===== config.mk =====
export PLATFORM = sky130hd
export DESIGN_NAME = instrCache
export DESIGN_NICKNAME = d
export VERILOG_FILES = /design/src/logic/memSysPkg.sv /design/src/logic/instrCache.sv
export SDC_FILE = /design/constraint.sdc
export NUM_CORES = 2
export LEC_CHECK = 0
export BUFFER_PORTS_ARGS = -buffer_cell sky130_fd_sc_hd__buf_2
export CAP_MARGIN = 10
export CORE_MARGIN = 3
export CORE_UTILIZATION = 29
export CTS_CLUSTER_SIZE = 14
export DETAILED_ROUTE_END_ITERATION = 12
export GPL_TIMING_DRIVEN = 1
export MAX_ROUTING_LAYER = met4
export PLACE_DENSITY = 0.52
export RECOVER_POWER = 25
export SLEW_MARGIN = 40
export SYNTH_ARGS = -nofsm -noshare
export SYNTH_HDL_FRONTEND = slang
export SYNTH_SLANG_ARGS = --single-unit

===== constraint.sdc =====
create_clock -name clk -period 3.94 [get_ports clk]
set_clock_uncertainty 0.2 [all_clocks]
set_input_delay 0.591 -clock clk [delete_from_list [all_inputs] [get_ports clk]]
set_output_delay 0.591 -clock clk [all_outputs]
set_load 0.05 [all_outputs]

===== src/logic/memSysPkg.sv =====
`default_nettype none

package memSysPkg;

  // Cache geometry, shared by both caches
  localparam int BlockWords = 4;
  localparam int CacheLines = 16;

  // Memory model size in 32-bit words
  localparam int MemWords   = 4096;
  // Wait states from a presented request to its ready pulse
  localparam int MemLatency = 2;

  // Address field widths
  localparam int ByteBits   = 2;
  localparam int WordBits   = $clog2(BlockWords);
  localparam int IndexBits  = $clog2(CacheLines);
  localparam int MemIdxBits = $clog2(MemWords);
  // Byte address bits the memory actually decodes
  localparam int AddrBits   = MemIdxBits + ByteBits;
  // Tag covers what is left of the decoded address
  localparam int TagBits    = AddrBits - IndexBits - WordBits - ByteBits;
  localparam int BlockLsb   = ByteBits + WordBits;
  localparam int TagLsb     = BlockLsb + IndexBits;
  localparam int LatCntBits = $clog2(MemLatency + 1);

  // Cache controller states, the instruction side skips WriteBack
  typedef enum logic [1:0] {Idle, WriteBack, Fill} cacheStateT;

  // Current owner of the shared bus
  typedef enum logic {OwnerInstr, OwnerData} busOwnerT;

  // Request side of the word bus, request is a level
  typedef struct packed {
    logic        request;
    logic        write;
    logic [31:0] addr;
    logic [31:0] wData;
  } busReqT;

  // Response side, ready is a one-cycle pulse
  typedef struct packed {
    logic        ready;
    logic [31:0] rData;
  } busRspT;

endpackage

`default_nettype wire


===== src/logic/instrCache.sv =====
`timescale 1ns/100ps
`default_nettype none

module instrCache import memSysPkg::*; (
  input  logic        clk,
  input  logic        rstN,
  input  logic [31:0] pcF,
  input  busRspT      busRsp,
  output logic [31:0] instrF,
  output logic        iStall,
  output busReqT      busReq
);

  // Per-line tag and valid, plus the block store
  logic [TagBits-1:0]    tagArr   [CacheLines];
  logic [CacheLines-1:0] validArr;
  logic [31:0]           blockArr [CacheLines][BlockWords];

  cacheStateT          state;
  logic [WordBits-1:0] wordCnt;
  // Core starts fetching one cycle after reset release
  logic                fetchOn;

  logic [IndexBits-1:0] lineIdx;
  logic [WordBits-1:0]  wordSel;
  logic [TagBits-1:0]   pcTag;
  logic                 hit;
  logic                 lastWord;
  logic                 fillBeat;

  // Split the fetch address
  assign lineIdx = pcF[BlockLsb +: IndexBits];
  assign wordSel = pcF[ByteBits +: WordBits];
  assign pcTag   = pcF[TagLsb +: TagBits];

  assign hit      = validArr[lineIdx] && (tagArr[lineIdx] == pcTag);
  assign lastWord = (wordCnt == WordBits'(BlockWords - 1));
  // One refill word arrives
  assign fillBeat = (state == Fill) && busRsp.ready;

  // Hit data straight out of the block store
  assign instrF = blockArr[lineIdx][wordSel];
  // Stall rises in the miss cycle itself
  assign iStall = fetchOn && !hit;

  // Read-only bus request, held for the whole refill
  always_comb begin
    busReq         = '0;
    busReq.request = (state == Fill);
    // pcF is held by the core, so the block base comes from it
    busReq.addr    = {pcF[31:BlockLsb], wordCnt, {ByteBits{1'b0}}};
  end

  // Controller
  always_ff @(posedge clk or negedge rstN) begin
    if (!rstN) begin
      state    <= Idle;
      wordCnt  <= '0;
      validArr <= '0;
      fetchOn  <= 1'b0;
    end else begin
      fetchOn <= 1'b1;
      case (state)
        Idle: begin
          if (iStall) begin
            // Line gets overwritten, drop it until the refill ends
            validArr[lineIdx] <= 1'b0;
            wordCnt           <= '0;
            state             <= Fill;
          end
        end
        Fill: begin
          if (busRsp.ready) begin
            // Step to the next word after each ready
            wordCnt <= wordCnt + 1'b1;
            if (lastWord) begin
              validArr[lineIdx] <= 1'b1;
              state             <= Idle;
            end
          end
        end
        default: begin
          state <= Idle;
        end
      endcase
    end
  end

  // Refill words land in the block store, tag set with the last one
  always_ff @(posedge clk) begin
    if (fillBeat) begin
      blockArr[lineIdx][wordCnt] <= busRsp.rData;
      if (lastWord) begin
        tagArr[lineIdx] <= pcTag;
      end
    end
  end

endmodule

`default_nettype wire


==> impl_metrics.yaml <==
run_status:
  status: "finished with violations"
  failed_checks: "max-capacitance violations, max-slew violations, negative setup slack"
critical_path:
  arrival_ns: 3.22
  end_kind: "output port"
  path_buf_inv: 5
  cp_max_fo: 10
  rrSetupSlack_ns: 1.11
  crit_top_cell: "mux4_2"
  crit_start: "pcF[4]"
  criticalPathCategory: "in -> out"
  crit_family: "multiplexers"
  r2r_cells: 6
  r2r-end: "blockArr[2][64]"
  worstPathCellList: "buf_16 > buf_12 > buf_16 > buf_4 > mux4_2 > mux4_2 > mux4_2 > buf_6"
  start_kind: "input pin"
  cp-endpoint: "instrF[17]"
  r2r_start: "wordCnt[1]"
  worst_path_largest_cell_delay_ns: 0.67
  worst_ep_required_time_ns: 3.15
  path_depth: 8
  cpMaxStageDelayCell: "mux4_2"
timing:
  final-max-slew-violation-count: 1761
  worst_pin_slew_ns: 2.956
  fmaxAchievable_ghz: 0.2494
  rsz0062_at_grt: "yes"
  setup_viol: 16
  hold_violations: 0
  setup_slack_ns: -0.07001
  slew_headroom_pct: -97.04
  holdWs_ns: 0.1337
  fin_crit_ns: 4.010
  final.period_utilization_pct: 101.8
floorplanning:
  initial_core_util_pct: 29.26
  num_io_pins: 166
  die_w_um: 540.8
  dieArea_um2: 292500
  core_um2: 283500
  rows: 195
  dieHeight_um: 540.8
layout:
  nets: 3811
  final_layout_size_suffix_gt1_share_pct: 36.81
  fin_area_um2: 99330
  final_util_pct: 35.03
  synthToLayoutAreaGrowth_pct: 19.73
  fillers: 25960
route:
  drt-pass1-iter-count: 5
  drtIter0Drc: 4050
  viasPerCell: 4.972
  vias: 38100
  drc: 0
  ant_nets: 0
  wl_um: 225500
  wire_per_inst_um: 29.42
clocking:
  cts_max_path_buffers: 3
  clk_root_buffer_cell: "clkbuf_16"
  clk_latency_ns: 0.84
  cts_max_level: 4
  cts_buffers: 216
  tritoncts: "built"
  clock-sinks: 2164
  clkTransAtPathRegs_ns: 0.06
global_routing:
  grt_usage_pct: 15.71
  grt_pass1_wl_um: 314900
  overflow: 0
  grt_pass1_vias: 39200
  antenna_found_initial: 36
  grt_max_degree: 65
power:
  clock_power_share_pct: 39.7
  p_leak_nw: 30.53
  peakVddDrop_mv: 0.3725
  p_seq_share_pct: 52.5
  power_mw: 49.15
  power.internal_mw: 38.09
  power_density_nw_per_um2: 494.8
  p_comb_share_pct: 7.8
  p_sw_mw: 11.06
  switching_share_pct: 22.50
yosys:
  synth_most_common_cell: "edfxtp_1"
  ys_seq_area_share_pct: 78.21
  synth_commonest_cells: "edfxtp_1, mux4_2, buf_2, nor2_1, buf_4"
  synth_area_um2: 82960
  ys_ff_latch: 2164
  yosysWarnings: 0
  ys_top_cells_by_area: "edfxtp_1, mux4_2, dfrtp_1"
  synth_top_cell_by_area: "edfxtp_1"
  synth_area_per_cell_um2: 25.24
  yosysTopAreaCellShare_pct: 77.61
  synthArstFlopShare_pct: 0.9242
  ys_types: 35
  syn_inst: 3287
  synth-edff-count: 2144
  synth_flop_cell: "edfxtp_1"
placement:
  place_ws_ns: -0.1852
  gp_congestion: 0.7730
  portBuffers: 92
  hpwl_um: 131100
  placed_cell_area_um2: 91710
worst_hold_path:
  hp-class: "in -> reg"
  hold_path_depth: 1
run:
  maxCapViolCount: 28
## stage by stage
stage	cells	setup TNS, ns
final	7663	-0.5541
after global routing	7656	-1.783
after CTS	7645	-2.719
after detailed placement	7225	-4.015
after global placement	7222	-3.929
after floorplan	3321	-51.23
## layout by cell type (no fill, tap or decap), types with 12 or more instances in the layout
master,Yosys,layout
dfrtp_1,20,20
clkbuf_16,0,222
buf_6,11,31
buf_2,99,24
edfxtp_1,2144,2144
nand2_1,16,16
clkinv_1,0,63
clkinv_2,0,22
buf_4,65,161
nor2_1,79,15
buf_16,0,24
bufinv_16,0,12
nor2_4,0,64
mux4_2,694,694
clkbuf_1,48,86
conb_1,2,36
mux2i_1,12,12
buf_12,0,144
## power groups by stage
| stage | clock, mW | combinational [mW] | sequential, mW |
|---|---|---|---|
| 2_1_floorplan | 0 | 1.95 | 26.3 |
| 3_3_place_gp | 0 | 3.64 | 26.3 |
| 3_5_place_dp | 0 | 3.69 | 26.3 |
| 4_1_cts | 20.0 | 3.88 | 25.8 |
| 5_1_grt | 20.9 | 4.00 | 25.8 |
| 6_report | 19.5 | 3.81 | 25.8 |
## worst min-delay path by stage
stage	startpoint	end	slack [ns]
2_1_floorplan	rstN	async pin	0.1
3_3_place_gp	flip-flop	flip-flop	0.28
3_5_place_dp	flip-flop	flip-flop	0.29
4_1_cts	busRsp[17]	blockArr[4][17]	0.004
5_1_grt	busRsp[22]	blockArr[10][22]	0.12
6_report	busRsp[16]	blockArr[4][48]	0.13
## logic make-up (layout without fill, tap and decap cells)
family | after synthesis | in the layout | synth area share, %
DFF | 2164 | 2164 | 78.21
muxes | 713 | 713 | 19.08
xor gates and xnor gates | 8 | 8 | 0.08447
adders and majority gates | 4 | 4 | 0.06033
buffers and inverters | 239 | 827 | 1.624
other | 2 | 47 | 0.009053
and+or+nand+nor | 126 | 126 | 0.6395
AOI/OAI and AO/OA | 31 | 31 | 0.2896
## metal layers
| metal | track usage (%) | part of all wire (%) | wire, um | up-vias |
|---|---|---|---|---|
| met1 | 21.60 | 44 | 98140 | 21380 |
| met4 | 4.103 | 2.5 | 5650 | 0 |
| met3 | 2.599 | 6.1 | 13850 | 273 |
| met2 | 24.34 | 48 | 107800 | 1273 |
| li1 | - | - | - | 15170 |
| met5 | - | 0 | 0 | - |
## flip-flops by register name (all words and copies together), names as in the netlist, named ones only
| register | cells |
|---|---|
| blockArr | 2048 |
| fetchOn | 1 |
| tagArr | 96 |
| wordCnt | 2 |
| state | 1 |
## cell type report
| type | instances | area, um^2 | share of cell area, % |
|---|---|---|---|
| repair buffers | 438 | 5719 | 5.758 |
| clock buffers | 274 | 5665 | 5.704 |
| well taps | 3743 | 4683 | 4.715 |
| multi-input cells | 918 | 17380 | 17.50 |
| diodes | 11 | 27.53 | 0.02771 |
| clock inverters | 113 | 957.2 | 0.9637 |
| inverters | 2 | 7.507 | 0.007558 |
| flip-flops and latches | 2164 | 64880 | 65.32 |
## what timing repair did
action,4_1_cts,5_1_grt
buffers inserted,10,4
pin swaps,3,0
hold endpoints to repair,118,0
hold buffers,10,0
cloned,13,3
gates resized for setup,96,6
endpoints found under the setup margin,33,30
Note: power is estimated with default switching activity, not from simulation.
