File: src/logic/memSysPkg.sv
`default_nettype none

package memSysPkg;

  // Cache geometry, shared by both caches
  localparam int BlockWords = 4;
  localparam int CacheLines = 16;

  // Memory model size in 32-bit words
  localparam int MemWords   = 4096;
  // Wait states from a presented request to its ready pulse
  localparam int MemLatency = 2;

  // Address field widths
  localparam int ByteBits   = 2;
  localparam int WordBits   = $clog2(BlockWords);
  localparam int IndexBits  = $clog2(CacheLines);
  localparam int MemIdxBits = $clog2(MemWords);
  // Byte address bits the memory actually decodes
  localparam int AddrBits   = MemIdxBits + ByteBits;
  // Tag covers what is left of the decoded address
  localparam int TagBits    = AddrBits - IndexBits - WordBits - ByteBits;
  localparam int BlockLsb   = ByteBits + WordBits;
  localparam int TagLsb     = BlockLsb + IndexBits;
  localparam int LatCntBits = $clog2(MemLatency + 1);

  // Cache controller states, the instruction side skips WriteBack
  typedef enum logic [1:0] {Idle, WriteBack, Fill} cacheStateT;

  // Current owner of the shared bus
  typedef enum logic {OwnerInstr, OwnerData} busOwnerT;

  // Request side of the word bus, request is a level
  typedef struct packed {
    logic        request;
    logic        write;
    logic [31:0] addr;
    logic [31:0] wData;
  } busReqT;

  // Response side, ready is a one-cycle pulse
  typedef struct packed {
    logic        ready;
    logic [31:0] rData;
  } busRspT;

endpackage

`default_nettype wire

File: src/logic/dataCache.sv
`timescale 1ns/100ps
`default_nettype none

module dataCache import memSysPkg::*; (
  input  logic        clk,
  input  logic        rstN,
  input  logic [31:0] dataAdrM,
  input  logic [31:0] writeDataM,
  input  logic [3:0]  byteMaskM,
  input  logic        memWriteM,
  input  logic        memToRegM,
  input  busRspT      busRsp,
  output logic [31:0] readDataM,
  output logic        dStall,
  output busReqT      busReq
);

  // Per-line tag, valid and dirty, plus the block store
  logic [TagBits-1:0]    tagArr   [CacheLines];
  logic [CacheLines-1:0] validArr;
  logic [CacheLines-1:0] dirtyArr;
  logic [31:0]           blockArr [CacheLines][BlockWords];

  cacheStateT          state;
  logic [WordBits-1:0] wordCnt;

  logic [IndexBits-1:0] lineIdx;
  logic [WordBits-1:0]  wordSel;
  logic [TagBits-1:0]   adrTag;
  logic                 access;
  logic                 hit;
  logic                 writeHit;
  logic                 lastWord;
  logic                 fillBeat;
  logic [31:0]          mergedWord;
  logic [31:0]          wbAddr;
  logic [31:0]          fillAddr;

  // Split the data address
  assign lineIdx = dataAdrM[BlockLsb +: IndexBits];
  assign wordSel = dataAdrM[ByteBits +: WordBits];
  assign adrTag  = dataAdrM[TagLsb +: TagBits];

  // Loads and stores both count as an access
  assign access   = memWriteM || memToRegM;
  assign hit      = validArr[lineIdx] && (tagArr[lineIdx] == adrTag);
  assign writeHit = (state == Idle) && memWriteM && hit;
  assign lastWord = (wordCnt == WordBits'(BlockWords - 1));
  assign fillBeat = (state == Fill) && busRsp.ready;

  // Read hit is combinational
  assign readDataM = blockArr[lineIdx][wordSel];
  // Stall stays up until the line holds the right tag
  assign dStall    = access && !hit;

  // Byte lanes picked by the mask replace the cached word
  always_comb begin
    mergedWord = readDataM;
    for (int b = 0; b < 4; b++) begin
      if (byteMaskM[b]) begin
        mergedWord[8*b +: 8] = writeDataM[8*b +: 8];
      end
    end
  end

  // Victim block address rebuilt from the stored tag
  assign wbAddr   = {{(32 - AddrBits){1'b0}}, tagArr[lineIdx], lineIdx, wordCnt,
                     {ByteBits{1'b0}}};
  // New block address from the held core address
  assign fillAddr = {dataAdrM[31:BlockLsb], wordCnt, {ByteBits{1'b0}}};

  // Request held high across write-back and fill
  always_comb begin
    busReq         = '0;
    busReq.request = (state != Idle);
    busReq.write   = (state == WriteBack);
    busReq.addr    = (state == WriteBack) ? wbAddr : fillAddr;
    busReq.wData   = blockArr[lineIdx][wordCnt];
  end

  // Controller
  always_ff @(posedge clk or negedge rstN) begin
    if (!rstN) begin
      state    <= Idle;
      wordCnt  <= '0;
      validArr <= '0;
      dirtyArr <= '0;
    end else begin
      case (state)
        Idle: begin
          if (dStall) begin
            wordCnt <= '0;
            if (validArr[lineIdx] && dirtyArr[lineIdx]) begin
              // Dirty victim goes out first
              state <= WriteBack;
            end else begin
              validArr[lineIdx] <= 1'b0;
              dirtyArr[lineIdx] <= 1'b0;
              state             <= Fill;
            end
          end else if (writeHit) begin
            dirtyArr[lineIdx] <= 1'b1;
          end
        end
        WriteBack: begin
          if (busRsp.ready) begin
            wordCnt <= wordCnt + 1'b1;
            if (lastWord) begin
              // Victim is in memory now, refill follows without a gap
              validArr[lineIdx] <= 1'b0;
              dirtyArr[lineIdx] <= 1'b0;
              state             <= Fill;
            end
          end
        end
        Fill: begin
          if (busRsp.ready) begin
            wordCnt <= wordCnt + 1'b1;
            if (lastWord) begin
              validArr[lineIdx] <= 1'b1;
              state             <= Idle;
            end
          end
        end
        default: begin
          state <= Idle;
        end
      endcase
    end
  end

  // Block store takes refill words and store hits
  always_ff @(posedge clk) begin
    if (fillBeat) begin
      blockArr[lineIdx][wordCnt] <= busRsp.rData;
      if (lastWord) begin
        tagArr[lineIdx] <= adrTag;
      end
    end else if (writeHit) begin
      blockArr[lineIdx][wordSel] <= mergedWord;
    end
  end

endmodule

`default_nettype wire

File: config.mk
export PLATFORM = sky130hd
export DESIGN_NAME = dataCache
export DESIGN_NICKNAME = d
export VERILOG_FILES = /design/src/logic/memSysPkg.sv /design/src/logic/dataCache.sv
export SDC_FILE = /design/constraint.sdc
export NUM_CORES = 2
export LEC_CHECK = 0
export ABC_AREA = 1
export BUFFER_PORTS_ARGS = -buffer_cell sky130_fd_sc_hd__buf_2
export CAP_MARGIN = 20
export CORE_MARGIN = 1.5
export CORE_UTILIZATION = 50
export CTS_CLUSTER_DIAMETER = 200
export DETAILED_ROUTE_END_ITERATION = 12
export GPL_TIMING_DRIVEN = 0
export PLACE_DENSITY_LB_ADDON = 0.05
export SYNTH_ARGS = -nofsm -noshare
export SYNTH_HDL_FRONTEND = slang
export SYNTH_SLANG_ARGS = --single-unit
File: constraint.sdc
create_clock -name clk -period 7.75 [get_ports clk]
set_input_delay 0.775 -clock clk [delete_from_list [all_inputs] [get_ports clk]]
set_output_delay 0.775 -clock clk [all_outputs]
set_load 0.01 [all_outputs]
==> metrics.yaml <==
job:
  drv_cap: 0
floorplan:
  rows: 152
  die-height_um: 418
  coreArea_um2: 171000
  die_w_um: 418
  io-pin-count: 204
  initial_core_util_pct: 50.2
  die_area_um2: 175000
sta:
  worst_pin_slew_ns: 1.31
  setup_tns_ns: 0
  slew_viol_final: 0
  period_share_pct: 80.3
  hold_violations: 0
  setup_violations: 0
  rsz0062_at_grt: "no"
  setup_slack_ns: 1.53
  hold_ws_ns: 0.0432
  period_needed_ns: 6.22
  finalClockSkew_ns: 0.0688
  slew_headroom_pct: 12.4
  fmax_mhz: 161
cells_and_area:
  finish.net_count: 6977
  final_common_cell: "edfxtp_1"
  fillers: 13400
  layout-area-overhead-vs-synth_pct: 18.0
  layout_common_cells: "edfxtp_1, nand2_1, a22oi_1"
  multi_input_area_um2: 19200
  final_cell_area_um2: 102000
  seq_area_um2: 65300
  final_layout_size_suffix_gt1_share_pct: 15.7
yosys:
  synth_compound_gate_area_share_pct: 12.0
  yosys_register_bits: 2180
  synth_adder_area_share_pct: 0.116
  synthSimpleGateAreaFrac_pct: 9.23
  synth_xor_area_share_pct: 0
  avgSynthCellArea_um2: 13.9
  synth_area_um2: 86100
  synth_top_family_by_area: "compound AO/OA/AOI/OAI gates"
  ys_seq_area_share_pct: 75.8
  synth_cell_types: 33
  postSynthCellCount: 6211
  ys_warn_count: 0
  synthMuxAreaShare_pct: 0
route:
  drtIter0Drc: 8269
  postRouteAntennaNets: 0
  drt-total-wl_um: 347000
  via_per_inst: 6.40
  num_vias: 59900
  drt-wirelength-per-cell_um: 37.1
  drt_pass1_iterations: 8
  drc_errors: 0
worst_setup_path:
  critPathArrivalTime_ns: 5.45
  crit_type: "in2out"
  cp_max_fo: 10
  endpoint_kind: "primary output"
  critPathSlowestCell: "o21ai_0"
  path_cells: "buf_2, inv_1, nand2_2, inv_1, buf_2, clkbuf_1, buf_16, clkbuf_1, nand2_1, nand4_1, nor2_1, o21ai_0, buf_2"
  required_ns: 6.97
  cpMostUsedCell: "buf_2"
  critPathMaxStageDelay_ns: 1.03
  cp-start-kind: "input port"
clock_tree:
  cts_buffer_depth: 3
  clockRootBuffer: "clkbuf_16"
  cts_hold_buf: 0
  clkLatencyLatePin_ns: 0.89
  numCtsBuffers: 215
  cts.sink_count: 2180
  h-tree-depth: 4
  cts_setup_buffers: 0
  path_clk_slew_ns: 0.06
  tritoncts: "done"
  cts_resized: 0
grt:
  grt_max_degree: 37
  track_usage_pct: 39.4
  antenna_found_initial: 10
  gr-total-overflow: 0
  grt_pass1_vias: 55600
  grt_pass1_wl_um: 465000
placed_design:
  dpl-instance-area_um2: 94700
  io_buffers: 193
  hpwlAfterDp_um: 250000
  place.gp.congestion: 1.07
  place_ws_ns: 1.35
hold_path:
  hold_class: "in2async"
power:
  power.density_nw_per_um2: 258
  vdd_ir_drop_max_uv: 304
  leakage_nw: 35.4
status:
  status: "finished clean"
## routing by layer
metal	global-route usage, %	up-vias	routed length, um
met5	0	-	47
met4	25.1	6	26300
met3	8.16	836	34200
met2	60.4	3719	157000
met1	51.6	30400	130000
li1	-	24900	-
## cells by family (layout without fill, tap and decap cells)
group,count (synthesis),count (layout)
other,1,9
flip-flops,2180,2180
AO/OA/AOI/OAI,1517,1517
buffers and inverters,515,1346
adder cells (fa/ha/maj),8,8
AND/OR/NAND/NOR,1990,1990
## synth_stat cells
master / count / area, um2
a21oi_1: 197 / 986
a22oi_1: 1032 / 7750
a32oi_1: 8 / 70.1
buf_1: 19 / 71.3
buf_2: 198 / 991
buf_4: 25 / 188
buf_6: 20 / 225
clkbuf_1: 138 / 518
clkinv_1: 2 / 7.51
conb_1: 1 / 3.75
dfrtp_1: 36 / 901
edfxtp_1: 2144 / 64400
ha_1: 8 / 100
inv_1: 105 / 394
inv_2: 8 / 30.0
nand2_1: 1601 / 6010
nand2_2: 2 / 12.5
nand3_1: 105 / 526
nand3_2: 1 / 10.0
nand3b_1: 1 / 7.51
nand4_1: 85 / 532
nor2_1: 156 / 586
nor2_2: 3 / 18.8
nor2_4: 5 / 56.3
nor3_1: 2 / 10.0
o2111ai_1: 21 / 184
o211ai_1: 8 / 60.1
o21a_1: 1 / 7.51
o21ai_0: 148 / 741
o21ai_1: 96 / 480
o21bai_1: 4 / 30.0
o22ai_1: 2 / 12.5
or2_2: 29 / 181
## through the flow
| step | power (mW) | util (%) | std cells |
|---|---|---|---|
| floorplan | 14.6 | - | 6212 |
| global placement | 16.1 | 52.5 | 8715 |
| detailed placement | 16.3 | 55.3 | 8933 |
| CTS | 26.1 | 59.1 | 9329 |
| global route | 26.7 | 59.3 | 9353 |
| finish | 26.2 | 59.3 | 9360 |
## worst max-delay path, delay by kind of cell
family / cells / cell delay, ns
buffers and inverters: 8 / 2.65
AO/OA/AOI/OAI: 1 / 1.03
AND/OR/NAND/NOR: 4 / 0.94
## power breakdown
part / switching (mW) / total (mW) / internal (mW)
logic: 2.28 / 2.97 / 0.692
registers: 0.0738 / 13.2 / 13.1
clock network: 4.47 / 10.0 / 5.57
## cell type report
class / count / share of cell area, %
Antenna cell: 7 / 0.0172
Buffer: 400 / 1.96
Clock buffer: 284 / 5.65
Clock inverter: 112 / 0.916
Inverter: 115 / 0.425
Multi-Input combinational cell: 3517 / 18.9
Sequential cell: 2180 / 64.3
Tap cell: 2310 / 2.84
Timing Repair Buffer: 435 / 4.98
## sequential cells by signal (all words and copies together) (netlist names), named ones only
register and cells:
blockArr 2048, wordCnt 2, state 2, tagArr 96
## worst paths after layout
path                                                  end  slack, ns              startpoint  depth (start not counted)
worst max-delay path                           busReq[17]       1.53             dataAdrM[7]                         13
worst min-delay path               wordCnt[0]$_DFFE_PN0P_       0.04                    rstN                          1
worst max register to register  blockArr[6][73]$_DFFE_PP_       2.81  wordCnt[1]$_DFFE_PN0P_                          8
worst min register to register                       flop       0.50                    flop                          2
max in group asynchronous                       async pin       7.12                    rstN                          1
min in group clk                   tagArr[6][3]$_DFFE_PP_       0.31            dataAdrM[11]                          1
No activity file was read; power rests on OpenSTA's default activity.
