==> src/logic/memSysPkg.sv <==
`default_nettype none

package memSysPkg;

  // Cache geometry, shared by both caches
  localparam int BlockWords = 4;
  localparam int CacheLines = 16;

  // Memory model size in 32-bit words
  localparam int MemWords   = 4096;
  // Wait states from a presented request to its ready pulse
  localparam int MemLatency = 2;

  // Address field widths
  localparam int ByteBits   = 2;
  localparam int WordBits   = $clog2(BlockWords);
  localparam int IndexBits  = $clog2(CacheLines);
  localparam int MemIdxBits = $clog2(MemWords);
  // Byte address bits the memory actually decodes
  localparam int AddrBits   = MemIdxBits + ByteBits;
  // Tag covers what is left of the decoded address
  localparam int TagBits    = AddrBits - IndexBits - WordBits - ByteBits;
  localparam int BlockLsb   = ByteBits + WordBits;
  localparam int TagLsb     = BlockLsb + IndexBits;
  localparam int LatCntBits = $clog2(MemLatency + 1);

  // Cache controller states, the instruction side skips WriteBack
  typedef enum logic [1:0] {Idle, WriteBack, Fill} cacheStateT;

  // Current owner of the shared bus
  typedef enum logic {OwnerInstr, OwnerData} busOwnerT;

  // Request side of the word bus, request is a level
  typedef struct packed {
    logic        request;
    logic        write;
    logic [31:0] addr;
    logic [31:0] wData;
  } busReqT;

  // Response side, ready is a one-cycle pulse
  typedef struct packed {
    logic        ready;
    logic [31:0] rData;
  } busRspT;

endpackage

`default_nettype wire

==> src/logic/busArbiter.sv <==
`timescale 1ns/100ps
`default_nettype none

module busArbiter import memSysPkg::*; (
  input  logic   clk,
  input  logic   rstN,
  input  busReqT instrReq,
  input  busReqT dataReq,
  input  busRspT memRsp,
  output busReqT memReq,
  output busRspT instrRsp,
  output busRspT dataRsp
);

  busOwnerT owner;
  busOwnerT grantOwner;
  logic     busy;
  logic     ownerHolds;

  // Current owner keeps the bus while its request stays up
  assign ownerHolds = busy &&
                      ((owner == OwnerData) ? dataReq.request : instrReq.request);

  // Free bus goes to the data side first
  always_comb begin
    if (ownerHolds) begin
      grantOwner = owner;
    end else if (dataReq.request) begin
      grantOwner = OwnerData;
    end else begin
      grantOwner = OwnerInstr;
    end
  end

  // Forward the granted request
  assign memReq = (grantOwner == OwnerData) ? dataReq : instrReq;

  // Read data to both, ready only to the owner
  always_comb begin
    instrRsp       = memRsp;
    dataRsp        = memRsp;
    instrRsp.ready = memRsp.ready && (grantOwner == OwnerInstr);
    dataRsp.ready  = memRsp.ready && (grantOwner == OwnerData);
  end

  // Grant lock
  always_ff @(posedge clk or negedge rstN) begin
    if (!rstN) begin
      owner <= OwnerData;
      busy  <= 1'b0;
    end else begin
      owner <= grantOwner;
      busy  <= memReq.request;
    end
  end

endmodule

`default_nettype wire

==> config.mk <==
export PLATFORM = sky130hd
export DESIGN_NAME = busArbiter
export DESIGN_NICKNAME = d
export VERILOG_FILES = /design/src/logic/memSysPkg.sv /design/src/logic/busArbiter.sv
export SDC_FILE = /design/constraint.sdc
export NUM_CORES = 1
export LEC_CHECK = 0
export BUFFER_PORTS_ARGS = -buffer_cell sky130_fd_sc_hd__buf_2
export CAP_MARGIN = 20
export CORE_AREA = 2 2 117 119
export CTS_CLUSTER_SIZE = 8
export DETAILED_ROUTE_END_ITERATION = 16
export DIE_AREA = 0 0 119 121
export PLACE_DENSITY = 0.57
export SLEW_MARGIN = 20
export SYNTH_ARGS = -nofsm -noshare
export SYNTH_HDL_FRONTEND = slang
export SYNTH_SLANG_ARGS = --single-unit
==> constraint.sdc <==
create_clock -name clk -period 4.7 [get_ports clk]
set_clock_uncertainty 0.15 [all_clocks]
set_input_delay 0.94 -clock clk [delete_from_list [all_inputs] [get_ports clk]]
set_output_delay 0.94 -clock clk [all_outputs]
set_load 0.005 [all_outputs]
==> key figures, run 1 <==
Status
  • Status: finished clean

Die
  • # rows: 42
  • IO Pins: 299
  • Core ar.: 13100 um^2
  • Die width: 119 um
  • Initial core utilization: 21.2%
  • Die ar.: 14400 um^2
  • Die Span Y: 121 um

Synth
  • Netlist cell types: 17
  • Post-Synthesis Cells: 375
  • Mapped cell area: 2770 um^2
  • Mapped Avg Cell Area: 7.38 um^2
  • Top cell type's share of synthesized area: 22.6%
  • Sequential area share after synthesis: 1.85%
  • Post-synthesis net count: 542
  • Ranking of synthesized cells by area: o211ai_2 (23%), nand4b_1 (21%), buf_4 (18%)
  • Area leader, netlist: o211ai_2
  • Yosys warns: 0
  • Yosys reg bits: 2

GRT
  • Initial antenna violation count: 1
  • First-pass GRT wire length: 14200 um
  • GRT met1 Usage: 14.5%
  • Largest net degree at the start of global routing: 79
  • GRT overflow: 0
  • Vias in the first global route: 2836
  • Grt met3 use: 2.68%
  • Most used routing layer: met2
  • Met2 track utilization from global routing: 20.6%
  • Global Route Usage Sum: 11.7%

Layout
  • Fin util: 26.2%
  • Antenna diode count: 0
  • Net count, final: 647
  • Area Overhead vs Synth: 24.0%
  • Layout cells sized above 1: 54.9%
  • Fillers: 1449

STA
  • Hold_ws: 0.344 ns
  • Final setup fails: 0
  • Worst slew pin tran: 0.728 ns
  • Fin crit share: 71.4%
  • Fin crit period: 3.36 ns
  • Setup TNS: 0 ns
  • Fin. Hold Viols: 0
  • Unrepaired setup endpoints after global routing: no
  • Slew headroom: 51.5%
  • Max Slew Vio Count: 0
  • Worst Setup Slack, final: 1.34 ns
  • Highest Clock Rate: 298 MHz

Routing
  • Vias: 3112
  • DRC Markers: 0
  • DRT Pass-1 Iters: 4
  • Routed wire length: 9280 um
  • Vias per inst: 4.75
  • DR iter-0 viols: 150
  • Antenna viol nets, final: 0
  • Avg WL per Cell: 14.2 um

Critical path
  • Crit. Startpoint: instrReq[65]
  • CP Capture Type: output port
  • Worst r2r src: busy
  • CP required: 3.61 ns
  • Worst reg-to-reg setup slack: 3.02 ns
  • Arrival time worst endpoint: 2.27 ns
  • Crit Path Class: in -> out
  • CP startpoint kind: primary input
  • Crit Path Max Fanout: 67

Place
  • Buffers added on ports: 202
  • Post-detail-place hpwl: 6850 um
  • Gpl congestion: 0.749
  • Post-place setup slack: 1.35 ns

Clock network
  • CTS Buf Count: 3
  • CTS tree: built
  • CTS-repair resized insts: 0
  • # clock sinks: 2
  • Htree depth: 1
  • Cts hold-fix bufs: 0
  • Post-CTS Setup Bufs: 0
  • Clk slew on worst S/H paths: 0.03 ns
  • CTS Buffer Depth: 2
  • Root Driver: clkbuf_16
  • Worst-skew pair later-pin latency: 0.22 ns

Power and ir drop
  • Int Power: 0.289 mW
  • Sw frac: 38.4%
  • Worst VDD drop: 97.1 uV
  • Clock power share: 28.1%
  • Net switching power: 0.181 mW
  • Reg power frac: 4.3%
  • Lkg Pwr: 1.60 nW
  • PwrDens: 137 nW/um^2
  • Combinational share of power: 67.6%

Run
  • Max-Cap Viols: 0

Min path
  • Worst hold path class: in -> async
[state kept, by name (all words and copies together) (netlist names)]
name	count
busy	1
owner	1
[power groups by stage]
stage | clock [mW] | sequential (mW) | combinational, mW
final | 0.132 | 0.0202 | 0.317
after global routing | 0.137 | 0.0203 | 0.350
after global placement | 0 | 0.0206 | 0.319
after floorplan | 0 | 0.0197 | 0.227
after CTS | 0.134 | 0.0202 | 0.321
after detailed placement | 0 | 0.0203 | 0.320
[cell usage after synthesis]
library cell  count
dfrtp_1           1
and3b_1           1
buf_6             6
o211ai_2         50
or2_1             1
clkbuf_1         18
and3_1            1
buf_4            66
nand3b_1          1
dfstp_2           1
a21boi_1          1
nand2b_1         65
nand2_1          65
nand4b_1         65
o211ai_1         15
buf_2            17
and2_1            1
[metal layers]
layer  share of wire, %  vias up
met5               0.11        -
met4                1.6        2
met3                9.1       20
met2                 49      172
met1                 40     1425
li1                   -     1493
[worst max-delay path, cell delays in order]
cell	delay [ns]
buf_2	0.09
buf_4	0.58
nand3b_1	0.26
and3_1	0.25
buf_2	0.12
[final timing paths]
kind / endpoint / cells past startpoint
worst max-delay path: dataRsp[32] / 5
max in group asynchronous: owner / 1
min in group clk: owner / 3
worst min-delay path: busy / 1
worst max register to register: owner / 3
worst min register to register: owner / 3
[placed cells by master (no fill, tap or decap)]
master     netlist  routed
nand3b_1         1       1
nand2_1         65      65
and3_1           1       1
clkbuf_1        18       1
o211ai_2        50      50
buf_12           0       2
o211ai_1        15      15
a21boi_1         1       1
or2_1            1       1
and2_1           1       1
nand4b_1        65      65
nand2b_1        65      65
and3b_4          0       1
dfstp_2          1       1
dfrtp_2          0       1
buf_4           66       4
clkbuf_16        0       3
buf_2           17     201
[kinds of logic after synthesis]
logic type,after synthesis,synth area share [%]
AO/OA/AOI/OAI,66,26.9
buffers and inverters,107,25.9
flip-flops,2,1.85
AND/OR/NAND/NOR,200,45.3
[per-stage QoR]
stage	power [mW]	std cells	instance area, um^2
2_1_floorplan	0.246	375	2770
3_3_place_gp	0.340	651	3350
3_5_place_dp	0.341	651	3350
4_1_cts	0.475	655	3430
5_1_grt	0.507	655	3430
6_report	0.470	655	3430
[final cells by class]
cell class,count,area [um^2],share of cell area [%]
clock buffer,4,78.8,2.30
multi-input combinational,266,2000,58.4
sequential,2,52.6,1.53
tap,176,220,6.42
timing repair buffer,207,1080,31.4
No activity file was read; power rests on OpenSTA's default activity.
==> run 2, diff against run 1 <==
Settings changed: CORE_AREA 2 2 117 119 to 2 2 116 118, DIE_AREA 0 0 119 121 to 0 0 118 120, PLACE_DENSITY 0.57 to 0.59.
Clock period 4.7 ns to 2.9 ns, I/O delays scaled along.
==> run 2 against run 1 <==
Effect of this change: global-route usage down 1.1 points; routed wire length down 11%; hold slack better by 0.19 ns; total power up 62%; final cell count up 0.76%; sequential power up 61%; highest routed layer is now met4; flip-flop and latch count unchanged; critical path depth down 1; via count down 1.9%; cell area up 1.5%; largest power group unchanged.
==> key figures, run 2 (same netlist as run 1, synthesis figures left out) <==
Clock network
  • # clock sinks: 2 (unchanged)
  • CTS Buffer Depth: 2 (unchanged)
  • CTS tree: built
  • Clk slew on worst S/H paths: 0.03 ns (about the same)
  • Worst-skew pair later-pin latency: 0.22 ns (about the same)
  • Post-CTS Setup Bufs: 0 (unchanged)
  • CTS Buf Count: 3 (unchanged)
  • CTS-repair resized insts: 0 (unchanged)
  • Root Driver: clkbuf_16
  • Htree depth: 1 (unchanged)

Die
  • Initial core utilization: 21.3% (+0.17 points)
  • IO Pins: 299 (unchanged)
  • Die Span Y: 120 um (-0.83%)
  • # rows: 42 (unchanged)
  • Die width: 118 um (-0.84%)
  • Die ar.: 14200 um^2 (-1.7%)
  • Core ar.: 13000 um^2 (-0.80%)

Routing
  • Vias: 3053 (-1.9%)
  • Routed wire length: 8300 um (-11%)
  • Antenna viol nets, final: 0 (unchanged)
  • Avg WL per Cell: 12.6 um (-11%)
  • DR iter-0 viols: 123 (-18%)
  • DRT Pass-1 Iters: 5 (+1)
  • Vias per inst: 4.63 (-2.6%)
  • DRC Markers: 0 (unchanged)

Critical path
  • Arrival time worst endpoint: 1.53 ns (-0.74 ns)
  • Delay-heaviest family, CP: flip-flops
  • Crit Path Class: reg -> out
  • CP peak stage delay: 0.55 ns (-0.03 ns)
  • CP startpoint kind: flop
  • CP Capture Type: output port
  • Crit-path slowest cell: dfstp_2
  • WP buf/inv: 2 (-1)
  • Crit Path Max Fanout: 36 (-46%)
  • Cell Chain, Critical Path: and3b_4 > buf_12 > o211ai_2 > buf_2
  • CP required: 2.17 ns (-1.44 ns)

Power and ir drop
  • Lkg Pwr: 1.62 nW (+1.7%)
  • Clock power share: 28.3% (+0.2 points)
  • Worst VDD drop: 110 uV (+14%)
  • Net switching power: 0.287 mW (+59%)
  • Int Power: 0.476 mW (+65%)
  • PwrDens: 219 nW/um^2 (+60%)
  • Reg power frac: 4.3% (about the same)
  • Sw frac: 37.6% (-0.87 points)
  • Combinational share of power: 67.4% (-0.2 points)

STA
  • Worst Setup Slack, final: 0.636 ns (-0.706 ns)
  • Fin crit share: 78.1%
  • Fin. Hold Viols: 0 (unchanged)
  • Fin crit period: 2.26 ns
  • Max Slew Vio Count: 0 (unchanged)
  • Highest Clock Rate: 442 MHz
  • Worst slew pin tran: 0.453 ns (-0.275 ns)
  • Final setup fails: 0 (unchanged)
  • Setup TNS: 0 ns (unchanged)
  • Unrepaired setup endpoints after global routing: no
  • Hold_ws: 0.530 ns (+0.186 ns)
  • Slew headroom: 69.8% (+18 points)

Min path
  • Worst hold path class: in -> async

Place
  • Gpl congestion: 0.730 (-2.7%)
  • Post-detail-place hpwl: 6380 um (-6.8%)
  • Post-place setup slack: 0.657 ns (-0.697 ns)
  • Dpl cell area: 3400 um^2 (+1.3%)
  • Buffers added on ports: 202 (unchanged)
  • Placed cells: 655 (+0.61%)

GRT
  • Largest net degree at the start of global routing: 135 (+71%)
  • First-pass GRT wire length: 13100 um (-8.0%)
  • Vias in the first global route: 2756 (-2.8%)
  • GRT overflow: 0 (unchanged)
  • Global Route Usage Sum: 10.6% (-1.1 points)
  • Initial antenna violation count: 0 (-1)

Layout
  • Layout cells sized above 1: 55.2% (+0.26 points)
  • Cell Count, Final, Fillers Out: 660 (+0.76%)
  • Antenna diode count: 0 (unchanged)
  • Commonest non-fill, non-tap cell in the layout: buf_2
  • Largest regs: busy: 1 flops, owner: 1 flops
  • Commonest cells after routing, fill and taps aside: buf_2 (201), nand2_1 (65), nand4b_1 (65), nand2b_1 (65), o211ai_2 (50)
  • Net count, final: 652 (+0.77%)
  • Final Instance Area: 3480 um^2 (+1.5%)
  • Area Overhead vs Synth: 25.9%

Status
  • Status: finished clean

Run
  • Max-Cap Viols: 0 (unchanged)
[run 2: power groups by stage]
stage / Combinational, mW / Clock, mW / Sequential (mW)
finish: 0.514 / 0.216 / 0.0326
CTS: 0.520 / 0.220 / 0.0327
global route: 0.567 / 0.221 / 0.0331
floorplan: 0.367 / 0 / 0.0319
detailed placement: 0.517 / 0 / 0.0329
global placement: 0.516 / 0 / 0.0333
[run 2: layer usage]
| metal | track usage [%] | vias to the layer above | share of wire (%) |
|---|---|---|---|
| li1 | - | 1503 | - |
| met2 | 19.2 | 156 | 51 |
| met4 | 3.01 | 0 | 1.2 |
| met1 | 12.6 | 1374 | 39 |
| met3 | 2.23 | 20 | 8.4 |
| met5 | 0 | - | 0 |
[run 2: final timing paths]
| path | startpoint | endpoint | slack [ns] | depth (start not counted) |
|---|---|---|---|---|
| worst min-delay path | rstN | busy | 0.53 | 2 |
| worst max-delay path | owner | memReq[41] | 0.64 | 4 |
| worst max register to register | owner | owner | 1.59 | 3 |
| max in group asynchronous | rstN | owner | 1.88 | 2 |
| min in group clk | busy | owner | 0.79 | 3 |
| worst min register to register | busy | owner | 0.79 | 3 |
[run 2: worst reg2reg max path: stages, from the launching register on]
cell,delay [ns]
dfstp_2,0.55
buf_4,0.24
nand3b_1,0.17
and2_1,0.14
[run 2: area by class of cell]
| cell class | count | area (um^2) |
|---|---|---|
| Clock buffer | 4 | 78.8 |
| Timing Repair Buffer | 212 | 1130 |
| Tap cell | 176 | 220 |
| Fill cell | 1453 | 9500 |
| Sequential cell | 2 | 52.6 |
| Multi-Input combinational cell | 266 | 2000 |
[run 2: what timing repair did]
item                                    4_1_cts  5_1_grt
endpoints found under the hold margin         1        0
endpoints found under the setup margin        0        0
hold buffers                                  1        0
[run 2: per-stage QoR]
stage                     util (%)  total power [mW]
after global placement        26.2             0.549
after detailed placement      26.2             0.550
final                         26.8             0.763
after CTS                     26.8             0.773
after floorplan                  -             0.399
after global routing          26.8             0.821
